`src/hw/conv_route_pkg.sv`:
```
// Convolution routing definitions
package conv_route_pkg;

    // Reader slots, one pixel per slot
    localparam int COUNT = 4;
    localparam int ADDR_WIDTH = 8;
    localparam int DATA_WIDTH = 16;
    localparam int MAX_CH = 8;

    // One full context always fits
    localparam int FIFO_DEPTH = COUNT * MAX_CH;
    localparam int ID_WIDTH = 2;

    typedef enum logic [2:0] {
        IDLE,
        INIT,
        ADDR_WRITE,
        XY_INCREMENT,
        WRITE_STALL,
        TILE_COMPARISON,
        DATA_OUT
    } ctrl_state_e;

    typedef enum logic [1:0] {
        R_IDLE,
        R_READ,
        R_DONE
    } reader_state_e;

endpackage
```
`src/hw/route_win_if.sv`:
```
// Slot window write channel
`timescale 1ns/1ps

interface route_win_if;

    logic [conv_route_pkg::ID_WIDTH-1:0]   id;
    logic [conv_route_pkg::ADDR_WIDTH-1:0] start_addr;
    logic [conv_route_pkg::ADDR_WIDTH-1:0] end_addr;
    logic                                  write_en;
    // Valid slots in the current context, 1 to COUNT
    logic [conv_route_pkg::ID_WIDTH:0]     slot_count;

    modport ctrl (
        output id,
        output start_addr,
        output end_addr,
        output write_en,
        output slot_count
    );

    modport reader (
        input id,
        input start_addr,
        input end_addr,
        input write_en,
        input slot_count
    );

endinterface

```
`src/hw/conv_route_top.sv`:
```
// Convolution input routing top
`timescale 1ns/1ps

module conv_route_top (
    input  logic                                  i_clk,
    input  logic                                  i_nrst,

    input  logic                                  i_wr_en,
    input  logic [conv_route_pkg::ADDR_WIDTH-1:0] i_wr_addr,
    input  logic [conv_route_pkg::DATA_WIDTH-1:0] i_wr_data,

    input  logic [conv_route_pkg::ADDR_WIDTH-1:0] i_start_addr,
    input  logic [conv_route_pkg::ADDR_WIDTH-1:0] i_i_size,
    input  logic [conv_route_pkg::ADDR_WIDTH-1:0] i_o_size,
    input  logic [conv_route_pkg::ADDR_WIDTH-1:0] i_stride,
    input  logic [conv_route_pkg::ADDR_WIDTH-1:0] i_i_c_size,

    input  logic                                  i_en,
    input  logic                                  i_reg_clear,
    input  logic                                  i_pop,
    output logic [conv_route_pkg::DATA_WIDTH-1:0] o_data,
    output logic                                  o_valid,
    output logic                                  o_ready,
    output logic                                  o_context_done,
    output logic                                  o_done
);

    logic [conv_route_pkg::ADDR_WIDTH-1:0] rd_addr;
    logic [conv_route_pkg::DATA_WIDTH-1:0] rd_data;
    logic [conv_route_pkg::DATA_WIDTH-1:0] push_data;
    logic                                  push;
    logic                                  route_en;
    logic                                  pop_en;
    logic                                  ctrl_clear;
    logic                                  clear_all;
    logic                                  fifo_pop_ready;
    logic                                  fifo_empty;

    route_win_if win ();

    // Host clear also flushes the reader and FIFO
    assign clear_all = ctrl_clear | i_reg_clear;
    assign o_valid   = o_ready & ~fifo_empty;

    input_buffer input_buffer_inst (
        .i_clk     (i_clk),
        .i_wr_en   (i_wr_en),
        .i_wr_addr (i_wr_addr),
        .i_wr_data (i_wr_data),
        .i_rd_addr (rd_addr),
        .o_rd_data (rd_data)
    );

    input_controller input_controller_inst (
        .i_clk            (i_clk),
        .i_nrst           (i_nrst),
        .i_en             (i_en),
        .i_reg_clear      (i_reg_clear),
        .i_start_addr     (i_start_addr),
        .i_i_size         (i_i_size),
        .i_o_size         (i_o_size),
        .i_stride         (i_stride),
        .i_i_c_size       (i_i_c_size),
        .i_fifo_pop_ready (fifo_pop_ready),
        .i_fifo_empty     (fifo_empty),
        .win              (win.ctrl),
        .o_route_en       (route_en),
        .o_pop_en         (pop_en),
        .o_reg_clear      (ctrl_clear),
        .o_ready          (o_ready),
        .o_context_done   (o_context_done),
        .o_done           (o_done)
    );

    tile_reader tile_reader_inst (
        .i_clk       (i_clk),
        .i_nrst      (i_nrst),
        .win         (win.reader),
        .i_route_en  (route_en),
        .i_reg_clear (clear_all),
        .o_rd_addr   (rd_addr),
        .i_rd_data   (rd_data),
        .o_push      (push),
        .o_push_data (push_data),
        .o_pop_ready (fifo_pop_ready)
    );

    route_fifo route_fifo_inst (
        .i_clk       (i_clk),
        .i_nrst      (i_nrst),
        .i_clear     (clear_all),
        .i_push      (push),
        .i_push_data (push_data),
        .i_pop_en    (pop_en),
        .i_pop       (i_pop),
        .o_head      (o_data),
        .o_empty     (fifo_empty)
    );

endmodule

```
`src/hw/route_fifo.sv`:
```
// Routed word FIFO
`timescale 1ns/1ps

module route_fifo (
    input  logic                                  i_clk,
    input  logic                                  i_nrst,
    input  logic                                  i_clear,
    input  logic                                  i_push,
    input  logic [conv_route_pkg::DATA_WIDTH-1:0] i_push_data,
    input  logic                                  i_pop_en,
    input  logic                                  i_pop,
    output logic [conv_route_pkg::DATA_WIDTH-1:0] o_head,
    output logic                                  o_empty
);

    logic [conv_route_pkg::DATA_WIDTH-1:0]          mem [conv_route_pkg::FIFO_DEPTH];
    logic [$clog2(conv_route_pkg::FIFO_DEPTH)-1:0]  wr_ptr;
    logic [$clog2(conv_route_pkg::FIFO_DEPTH)-1:0]  rd_ptr;
    logic [$clog2(conv_route_pkg::FIFO_DEPTH):0]    count;
    logic                                           do_push;
    logic                                           do_pop;

    assign o_empty = (count == '0);
    assign o_head  = mem[rd_ptr];
    assign do_pop  = i_pop_en && i_pop && !o_empty;
    assign do_push = i_push && (count != conv_route_pkg::FIFO_DEPTH);

    always_ff @(posedge i_clk) begin
        if (do_push) begin
            mem[wr_ptr] <= i_push_data;
        end
    end

    always_ff @(posedge i_clk or negedge i_nrst) begin
        if (!i_nrst) begin
            wr_ptr <= '0;
            rd_ptr <= '0;
            count  <= '0;
        end else if (i_clear) begin
            wr_ptr <= '0;
            rd_ptr <= '0;
            count  <= '0;
        end else begin
            // Depth is a power of two, pointers wrap naturally
            if (do_push) begin
                wr_ptr <= wr_ptr + 1'b1;
            end
            if (do_pop) begin
                rd_ptr <= rd_ptr + 1'b1;
            end
            count <= count + do_push - do_pop;
        end
    end

endmodule

```
`src/hw/tile_reader.sv`:
```
// Slot window reader
`timescale 1ns/1ps

module tile_reader (
    input  logic                                  i_clk,
    input  logic                                  i_nrst,
    route_win_if.reader                           win,
    input  logic                                  i_route_en,
    input  logic                                  i_reg_clear,
    output logic [conv_route_pkg::ADDR_WIDTH-1:0] o_rd_addr,
    input  logic [conv_route_pkg::DATA_WIDTH-1:0] i_rd_data,
    output logic                                  o_push,
    output logic [conv_route_pkg::DATA_WIDTH-1:0] o_push_data,
    output logic                                  o_pop_ready
);

    conv_route_pkg::reader_state_e state;

    logic [conv_route_pkg::ADDR_WIDTH-1:0] slot_start [conv_route_pkg::COUNT];
    logic [conv_route_pkg::ADDR_WIDTH-1:0] slot_end   [conv_route_pkg::COUNT];
    logic [conv_route_pkg::ID_WIDTH-1:0]   cur_slot;
    logic [conv_route_pkg::ID_WIDTH:0]     next_cnt;
    logic [conv_route_pkg::ADDR_WIDTH-1:0] rd_addr;
    logic [conv_route_pkg::ADDR_WIDTH-1:0] next_addr;
    logic                                  push_q;

    assign next_cnt    = {1'b0, cur_slot} + 1'b1;
    assign next_addr   = rd_addr + 1'b1;
    assign o_rd_addr   = rd_addr;
    assign o_push      = push_q;
    assign o_push_data = i_rd_data;

    always_ff @(posedge i_clk) begin
        if (i_reg_clear) begin
            for (int i = 0; i < conv_route_pkg::COUNT; i++) begin
                slot_start[i] <= '0;
                slot_end[i]   <= '0;
            end
        end else if (win.write_en) begin
            slot_start[win.id] <= win.start_addr;
            slot_end[win.id]   <= win.end_addr;
        end
    end

    always_ff @(posedge i_clk or negedge i_nrst) begin
        if (!i_nrst) begin
            state       <= conv_route_pkg::R_IDLE;
            cur_slot    <= '0;
            rd_addr     <= '0;
            push_q      <= 1'b0;
            o_pop_ready <= 1'b0;
        end else if (i_reg_clear) begin
            state       <= conv_route_pkg::R_IDLE;
            cur_slot    <= '0;
            rd_addr     <= '0;
            push_q      <= 1'b0;
            o_pop_ready <= 1'b0;
        end else begin
            // Buffer data returns one cycle after the address
            push_q <= (state == conv_route_pkg::R_READ);
            case (state)
                conv_route_pkg::R_IDLE: begin
                    if (i_route_en) begin
                        cur_slot <= '0;
                        rd_addr  <= slot_start[0];
                        state    <= conv_route_pkg::R_READ;
                    end
                end
                conv_route_pkg::R_READ: begin
                    if (next_addr != slot_end[cur_slot]) begin
                        rd_addr <= next_addr;
                    end else if (next_cnt == win.slot_count) begin
                        state <= conv_route_pkg::R_DONE;
                    end else begin
                        cur_slot <= cur_slot + 1'b1;
                        rd_addr  <= slot_start[cur_slot + 1'b1];
                    end
                end
                conv_route_pkg::R_DONE: begin
                    // Last push lands on this edge
                    o_pop_ready <= 1'b1;
                end
                default: begin
                    state <= conv_route_pkg::R_IDLE;
                end
            endcase
        end
    end

endmodule

```
`src/hw/input_controller.sv`:
```
// Pixel walk and context control
`timescale 1ns/1ps

module input_controller (
    input  logic                                  i_clk,
    input  logic                                  i_nrst,
    input  logic                                  i_en,
    input  logic                                  i_reg_clear,

    input  logic [conv_route_pkg::ADDR_WIDTH-1:0] i_start_addr,
    input  logic [conv_route_pkg::ADDR_WIDTH-1:0] i_i_size,
    input  logic [conv_route_pkg::ADDR_WIDTH-1:0] i_o_size,
    input  logic [conv_route_pkg::ADDR_WIDTH-1:0] i_stride,
    input  logic [conv_route_pkg::ADDR_WIDTH-1:0] i_i_c_size,

    input  logic                                  i_fifo_pop_ready,
    input  logic                                  i_fifo_empty,
    route_win_if.ctrl                             win,

    output logic                                  o_route_en,
    output logic                                  o_pop_en,
    output logic                                  o_reg_clear,
    output logic                                  o_ready,
    output logic                                  o_context_done,
    output logic                                  o_done
);

    conv_route_pkg::ctrl_state_e state;

    logic [conv_route_pkg::ADDR_WIDTH-1:0] x_pos;
    logic [conv_route_pkg::ADDR_WIDTH-1:0] y_pos;
    logic [conv_route_pkg::ADDR_WIDTH-1:0] pix_start;
    logic [conv_route_pkg::ID_WIDTH-1:0]   slot_id;
    logic [conv_route_pkg::ADDR_WIDTH-1:0] win_start;
    logic [conv_route_pkg::ADDR_WIDTH-1:0] win_end;
    logic [conv_route_pkg::ID_WIDTH:0]     slot_count;
    logic                                  win_write;
    logic                                  xy_done;
    logic                                  x_last;
    logic                                  y_last;

    assign x_last = (x_pos == i_o_size - 1'b1);
    assign y_last = (y_pos == i_o_size - 1'b1);

    // Input pixel (x*stride, y*stride), c words per pixel
    assign pix_start = i_start_addr
                     + ((x_pos * i_stride) * i_i_size + y_pos * i_stride) * i_i_c_size;

    assign win.id         = slot_id;
    assign win.start_addr = win_start;
    assign win.end_addr   = win_end;
    assign win.write_en   = win_write;
    assign win.slot_count = slot_count;

    always_ff @(posedge i_clk or negedge i_nrst) begin
        if (!i_nrst) begin
            state          <= conv_route_pkg::IDLE;
            x_pos          <= '0;
            y_pos          <= '0;
            slot_id        <= '0;
            win_start      <= '0;
            win_end        <= '0;
            slot_count     <= '0;
            win_write      <= 1'b0;
            xy_done        <= 1'b0;
            o_route_en     <= 1'b0;
            o_pop_en       <= 1'b0;
            o_reg_clear    <= 1'b0;
            o_ready        <= 1'b0;
            o_context_done <= 1'b0;
            o_done         <= 1'b0;
        end else if (i_reg_clear) begin
            state          <= conv_route_pkg::IDLE;
            x_pos          <= '0;
            y_pos          <= '0;
            slot_id        <= '0;
            win_start      <= '0;
            win_end        <= '0;
            slot_count     <= '0;
            win_write      <= 1'b0;
            xy_done        <= 1'b0;
            o_route_en     <= 1'b0;
            o_pop_en       <= 1'b0;
            o_reg_clear    <= 1'b0;
            o_ready        <= 1'b0;
            o_context_done <= 1'b0;
            o_done         <= 1'b0;
        end else begin
            // Clear pulse lasts one cycle
            o_reg_clear <= 1'b0;
            case (state)
                conv_route_pkg::IDLE: begin
                    if (i_en && !o_done) begin
                        state <= conv_route_pkg::INIT;
                    end
                end
                conv_route_pkg::INIT: begin
                    o_context_done <= 1'b0;
                    o_ready        <= 1'b0;
                    state          <= conv_route_pkg::ADDR_WRITE;
                end
                conv_route_pkg::ADDR_WRITE: begin
                    win_start  <= pix_start;
                    win_end    <= pix_start + i_i_c_size;
                    slot_count <= {1'b0, slot_id} + 1'b1;
                    win_write  <= 1'b1;
                    state      <= conv_route_pkg::XY_INCREMENT;
                end
                conv_route_pkg::XY_INCREMENT: begin
                    win_write <= 1'b0;
                    // y is the inner loop
                    if (!y_last) begin
                        y_pos <= y_pos + 1'b1;
                    end else if (!x_last) begin
                        y_pos <= '0;
                        x_pos <= x_pos + 1'b1;
                    end else begin
                        y_pos   <= '0;
                        x_pos   <= '0;
                        xy_done <= 1'b1;
                    end
                    if ((x_last && y_last) || slot_id == conv_route_pkg::ID_WIDTH'(
                            conv_route_pkg::COUNT - 1)) begin
                        slot_id <= '0;
                        state   <= conv_route_pkg::WRITE_STALL;
                    end else begin
                        slot_id <= slot_id + 1'b1;
                        state   <= conv_route_pkg::ADDR_WRITE;
                    end
                end
                conv_route_pkg::WRITE_STALL: begin
                    state <= conv_route_pkg::TILE_COMPARISON;
                end
                conv_route_pkg::TILE_COMPARISON: begin
                    if (i_fifo_pop_ready) begin
                        o_route_en <= 1'b0;
                        o_ready    <= 1'b1;
                        o_pop_en   <= 1'b1;
                        state      <= conv_route_pkg::DATA_OUT;
                    end else begin
                        o_route_en <= 1'b1;
                    end
                end
                conv_route_pkg::DATA_OUT: begin
                    // Host drains the FIFO, then the context closes
                    if (i_fifo_empty) begin
                        o_pop_en    <= 1'b0;
                        o_ready     <= 1'b0;
                        o_reg_clear <= 1'b1;
                        if (xy_done) begin
                            o_done <= 1'b1;
                        end else begin
                            o_context_done <= 1'b1;
                        end
                        state <= conv_route_pkg::IDLE;
                    end
                end
                default: begin
                    state <= conv_route_pkg::IDLE;
                end
            endcase
        end
    end

endmodule

```
`src/hw/input_buffer.sv`:
```
// Input feature map memory
`timescale 1ns/1ps

module input_buffer (
    input  logic                                  i_clk,
    input  logic                                  i_wr_en,
    input  logic [conv_route_pkg::ADDR_WIDTH-1:0] i_wr_addr,
    input  logic [conv_route_pkg::DATA_WIDTH-1:0] i_wr_data,
    input  logic [conv_route_pkg::ADDR_WIDTH-1:0] i_rd_addr,
    output logic [conv_route_pkg::DATA_WIDTH-1:0] o_rd_data
);

    // NHWC words, one per address
    logic [conv_route_pkg::DATA_WIDTH-1:0] mem [2**conv_route_pkg::ADDR_WIDTH];

    always_ff @(posedge i_clk) begin
        if (i_wr_en) begin
            mem[i_wr_addr] <= i_wr_data;
        end
    end

    // Registered read, one cycle of latency
    always_ff @(posedge i_clk) begin
        o_rd_data <= mem[i_rd_addr];
    end

endmodule

```
`config.mk`:
```
export PLATFORM = sky130hd
export DESIGN_NAME = conv_route_top
export DESIGN_NICKNAME = d
export VERILOG_FILES = /design/src/hw/conv_route_pkg.sv /design/src/hw/route_win_if.sv /design/src/hw/conv_route_top.sv /design/src/hw/route_fifo.sv /design/src/hw/tile_reader.sv /design/src/hw/input_controller.sv /design/src/hw/input_buffer.sv
export SDC_FILE = /design/constraint.sdc
export NUM_CORES = 2
export LEC_CHECK = 0
export ABC_CLOCK_PERIOD_IN_PS = 12500
export BUFFER_PORTS_ARGS = -buffer_cell sky130_fd_sc_hd__buf_2
export CORE_MARGIN = 4
export CORE_UTILIZATION = 35
export CTS_BUF_LIST = sky130_fd_sc_hd__clkbuf_4 sky130_fd_sc_hd__clkbuf_8
export DETAILED_ROUTE_END_ITERATION = 16
export GPL_ROUTABILITY_DRIVEN = 0
export PLACE_DENSITY = 0.55
export RECOVER_POWER = 100
export SETUP_SLACK_MARGIN = 0.5
export SLEW_MARGIN = 20
export SYNTH_ARGS = -nofsm -noshare
export SYNTH_HDL_FRONTEND = slang
export SYNTH_MEMORY_MAX_BITS = 65536
export SYNTH_SLANG_ARGS = --single-unit
export TNS_END_PERCENT = 100
```
`constraint.sdc`:
```
create_clock -name i_clk -period 12.5 [get_ports i_clk]
set_input_delay 3.75 -clock i_clk [delete_from_list [all_inputs] [get_ports i_clk]]
set_output_delay 3.75 -clock i_clk [all_outputs]
set_load 0.02 [all_outputs]
```
==> summary.txt <==
Status
  • Status: finished with violations
  • Failing checks: capacitance limit, slew limit

Synthesis
  • Synth top cells by count: edfxtp_1 (4,672), mux4_2 (1,231), nor2_1 (381)
  • Simple-gate portion of the synthesized area: 2.060%
  • Sequential area share after synthesis: between 70% and 80%
  • Ys async rst share: under 10%
  • Synth Area in Compound Gates: 2.414%
  • Share of Yosys cell area claimed by the top area cell type: between 70% and 80%
  • Count of unique library cells instantiated by Yosys: 65
  • Top post-synthesis cells by area: edfxtp_1 (74%), mux4_2 (15%), mux2i_1 (1.6%), dfrtp_1 (1.0%), nor2_1 (0.76%)
  • EDFF count, synth: 4,672
  • Synthesized area: around 0.19 sq mm
  • Syn_area_per_cell: around 21 sq um
  • Post-Synth Adder-Cell Area: between 1 and 1.5%
  • Post-Synthesis Cells: 8,768
  • Net Count, Synth: about 9,000
  • Xor/xnor share of the synthesized area: 0.6175%
  • Post-synth top flop: edfxtp_1
  • Post-synthesis register bit count: between 4,000 and 5,000
  • Largest area contributor in the synthesized netlist: edfxtp_1
  • Largest family of logic cells by synthesized area: multiplexers
  • Multiplexer area fraction after synthesis: 16.39%
  • Most numerous cell in the Yosys netlist: edfxtp_1
  • YS warnings: 0

Final layout
  • Area Overhead vs Synth: 13.09%
  • Filler cells: between 40,000 and 50,000
  • Final net count: between 9,000 and 10,000
  • Share of layout cells above drive strength 1: 27.40%
  • Final core utilization: about two fifths

Clocking
  • # H-tree levels: 6
  • CTS tree: built
  • Reg clk slew, reported paths: 0.06 ns
  • Worst-skew pair later-pin latency: 1.34 ns
  • Root Buffer: clkbuf_8
  • Clock tree sinks: 4,766
  • Max Root-Sink Buffers: 4
  • TritonCTS buffer count: around 770

Min path
  • Hold-critical path depth: 2
  • Hold Path Sink: input_controller_inst.win.slot_count[2]
  • Worst hold path type: reg -> reg
  • Worst Hold Launch: input_controller_inst.win.slot_count[2]

Power
  • Switching share of total power: between 20% and 30%
  • Power Total: 35.28 mW
  • Psw: 8.774 mW
  • Gate power share: 11.0%
  • Max IR drop VDD: ~0.17 mV
  • Part of the power in registers: ~51%
  • Leakage Power: ~65 nW
  • Clock power frac: between 30% and 40%
  • PD cells: ~170 mW/mm^2
  • Int Power: about 27 mW

Critical path
  • R2r endpoint: input_buffer_inst.o_rd_data[11]
  • Startpoint class of the critical path: primary input
  • Most Frequent Cell on Critical Path: fa_1
  • CP max stage cell: fa_2
  • Worst reg2reg setup slack: just under 0.6 ns
  • Crit path required time: between 10 and 15 ns
  • Arrival @ worst endpoint: 13.34 ns
  • CP endpoint kind: flip-flop
  • Critical path peak fanout: 4
  • WS Path Type: in -> reg
  • Worst-case reg-to-reg path depth: 11
  • R2r startpoint: tile_reader_inst.o_rd_addr[2]
  • Worst path max stage delay: 0.64 ns

Drt
  • TritonRoute pass-1 iters: 6
  • DR iter-0 viols: 10,224
  • Post-Route WL: approximately 510,000 um
  • Post-route ant nets: 0
  • Via count of the routed design: 93,353
  • Vias/cell: about 5.4
  • Routed WL per cell: 29.32 um
  • Residual DRC count: 0

GRT
  • Vias in the first global route: approximately 97,000
  • Initial antenna violation count: slightly above 40
  • Largest net degree at the start of global routing: 165
  • Total gr overflow: 0
  • GRT Total Usage: ~18%
  • First-pass GRT wire length: around 720,000 um

Timing
  • Max-slew violations: about 7,000
  • Hold slack: between 0.5 and 0.6 ns
  • Final setup margin: roughly 0.23 ns
  • Clock skew: 0.1283 ns
  • Total Neg Setup Slack: 0 ns
  • Min Tclk post-route: approximately 12 ns
  • Slew at the pin closest to its max-slew limit: between 6 and 7 ns
  • Final Cycle Share: around 98%
  • Rel. slew slack: -312.3%
  • Achievable Freq: just over 80 MHz
  • Setup violators final: 0
  • Fin. Hold Viols: 0
  • Setup repair after global routing missed its margin: true

Placement
  • HPWL Detailed: slightly below 300,000 um
  • Pre-CTS WS: -1.334 ns
  • IO Port Bufs: 89

Flow run
  • Max Cap Violations: roughly 210

Die
  • Starting Density: approximately a third
  • Die width: roughly 740 um
  • Die height: between 700 and 800 um
  • Core ar.: 0.5365 sq mm
  • Die area: ~0.55 sq mm
  • Row Count: about 270
  • IO Count: 90
-- what timing repair did --
item,4_1_cts,5_1_grt
endpoints found under the setup margin,2,3
resized for setup,4,25
pin swaps,10,17
cloned,0,0
hold buffers,0,0
setup buffers,2,3
hold endpoints to repair,0,0
-- critical path: cells and delay by family --
kind / cells / cell delay (ns)
buffers and inverters: 8 / 0.47
adder cells (fa/ha/maj): 17 / 7.28
XOR/XNOR: 6 / 1.13
AND/OR/NAND/NOR: 4 / 0.47
AO/OA/AOI/OAI: 2 / 0.22
-- routing by layer --
metal | share of wire [%] | wire length, um | global-route usage (%) | up-vias
met5 | 0.077 | 391 | 0 | -
met4 | 2.8 | 14420 | 5.169 | 12
met3 | 7.7 | 39260 | 3.404 | 833
met2 | 48 | 246300 | 29.50 | 3775
met1 | 41 | 208000 | 24.85 | 50599
li1 | - | - | - | 38134
-- cells in the final DEF (no fill, tap or decap), types with 18 or more instances in the layout --
master / n
edfxtp_1: 4672
mux4_2: 1231
clkbuf_8: 794
nor2_1: 342
mux2i_1: 292
clkbuf_1: 254
clkbuf_4: 243
clkinv_1: 196
nand2_1: 184
a21oi_1: 171
o21ai_0: 154
o221ai_1: 123
buf_4: 121
o22ai_1: 120
inv_1: 103
clkinv_2: 103
ha_1: 86
xnor2_1: 81
and2_1: 76
dfrtp_1: 68
fa_1: 60
buf_2: 59
a211oi_1: 51
and2_0: 41
nor2_2: 38
xor2_1: 35
and3_1: 31
nand3_1: 27
o211ai_1: 22
diode_2: 20
nor2b_1: 18
nand2b_1: 18
-- cell families after synthesis --
| group | count (synthesis) |
|---|---|
| xor+xnor | 125 |
| fa+ha+maj | 158 |
| simple gates | 852 |
| buf+inv | 612 |
| mux | 1544 |
| compound gates | 711 |
| flops | 4766 |
-- metrics by stage --
stage | area [sq um] | std cells
2_1_floorplan | 188600 | 8768
3_3_place_gp | 199200 | 15904
3_5_place_dp | 199400 | 15904
4_1_cts | 214600 | 17308
5_1_grt | 213100 | 17317
6_report | 213100 | 17333
-- how the worst max path moves through the flow --
stage | startpoint | end | slack, ns
6_report | i_stride[0] | input_controller_inst.win.end_addr[7] | 0.23
5_1_grt | i_stride[0] | input_controller_inst.win.end_addr[7] | 0.07
4_1_cts | i_stride[3] | input_controller_inst.win.end_addr[7] | 0.30
3_5_place_dp | i_stride[2] | input_controller_inst.win.end_addr[7] | -1.33
3_3_place_gp | i_stride[2] | input_controller_inst.win.end_addr[7] | -1.36
2_1_floorplan | i_stride[3] | input_controller_inst.win.end_addr[7] | -0.79
-- registers in the layout, indices dropped and copies added (netlist names), 2 cells and up --
signal	count
input_controller_inst.state	3
tile_reader_inst.o_rd_addr	8
input_controller_inst.win.end_addr	8
route_fifo_inst.rd_ptr	5
input_controller_inst.win.slot_count	3
route_fifo_inst.count	6
input_controller_inst.y_pos	8
tile_reader_inst.slot_start	32
route_fifo_inst.mem	512
input_buffer_inst.mem	4096
input_controller_inst.win.start_addr	8
input_buffer_inst.o_rd_data	16
input_controller_inst.win.id	2
route_fifo_inst.wr_ptr	5
tile_reader_inst.state	2
tile_reader_inst.cur_slot	2
input_controller_inst.x_pos	8
tile_reader_inst.slot_end	32
-- power by group through the flow --
stage / logic (mW) / registers, mW / clock network, mW
3_5_place_dp: 3.85 / 18.4 / 0
3_3_place_gp: 3.82 / 18.4 / 0
2_1_floorplan: 2.33 / 18.3 / 0
5_1_grt: 4.13 / 18.2 / 14.4
6_report: 3.87 / 18.1 / 13.3
4_1_cts: 3.93 / 18.1 / 13.6
-- cell type report --
class,count,area [sq um],area share [%]
tap,7181,8985,4.216
clock buffer,1036,12740,5.981
clock inverter,366,2420,1.136
multi-input combinational,3390,43300,20.32
timing repair buffer,464,2592,1.217
antenna,20,50.05,0.02349
inverter,110,420.4,0.1973
sequential,4766,142600,66.91
(Power assumes the default switching activity.)
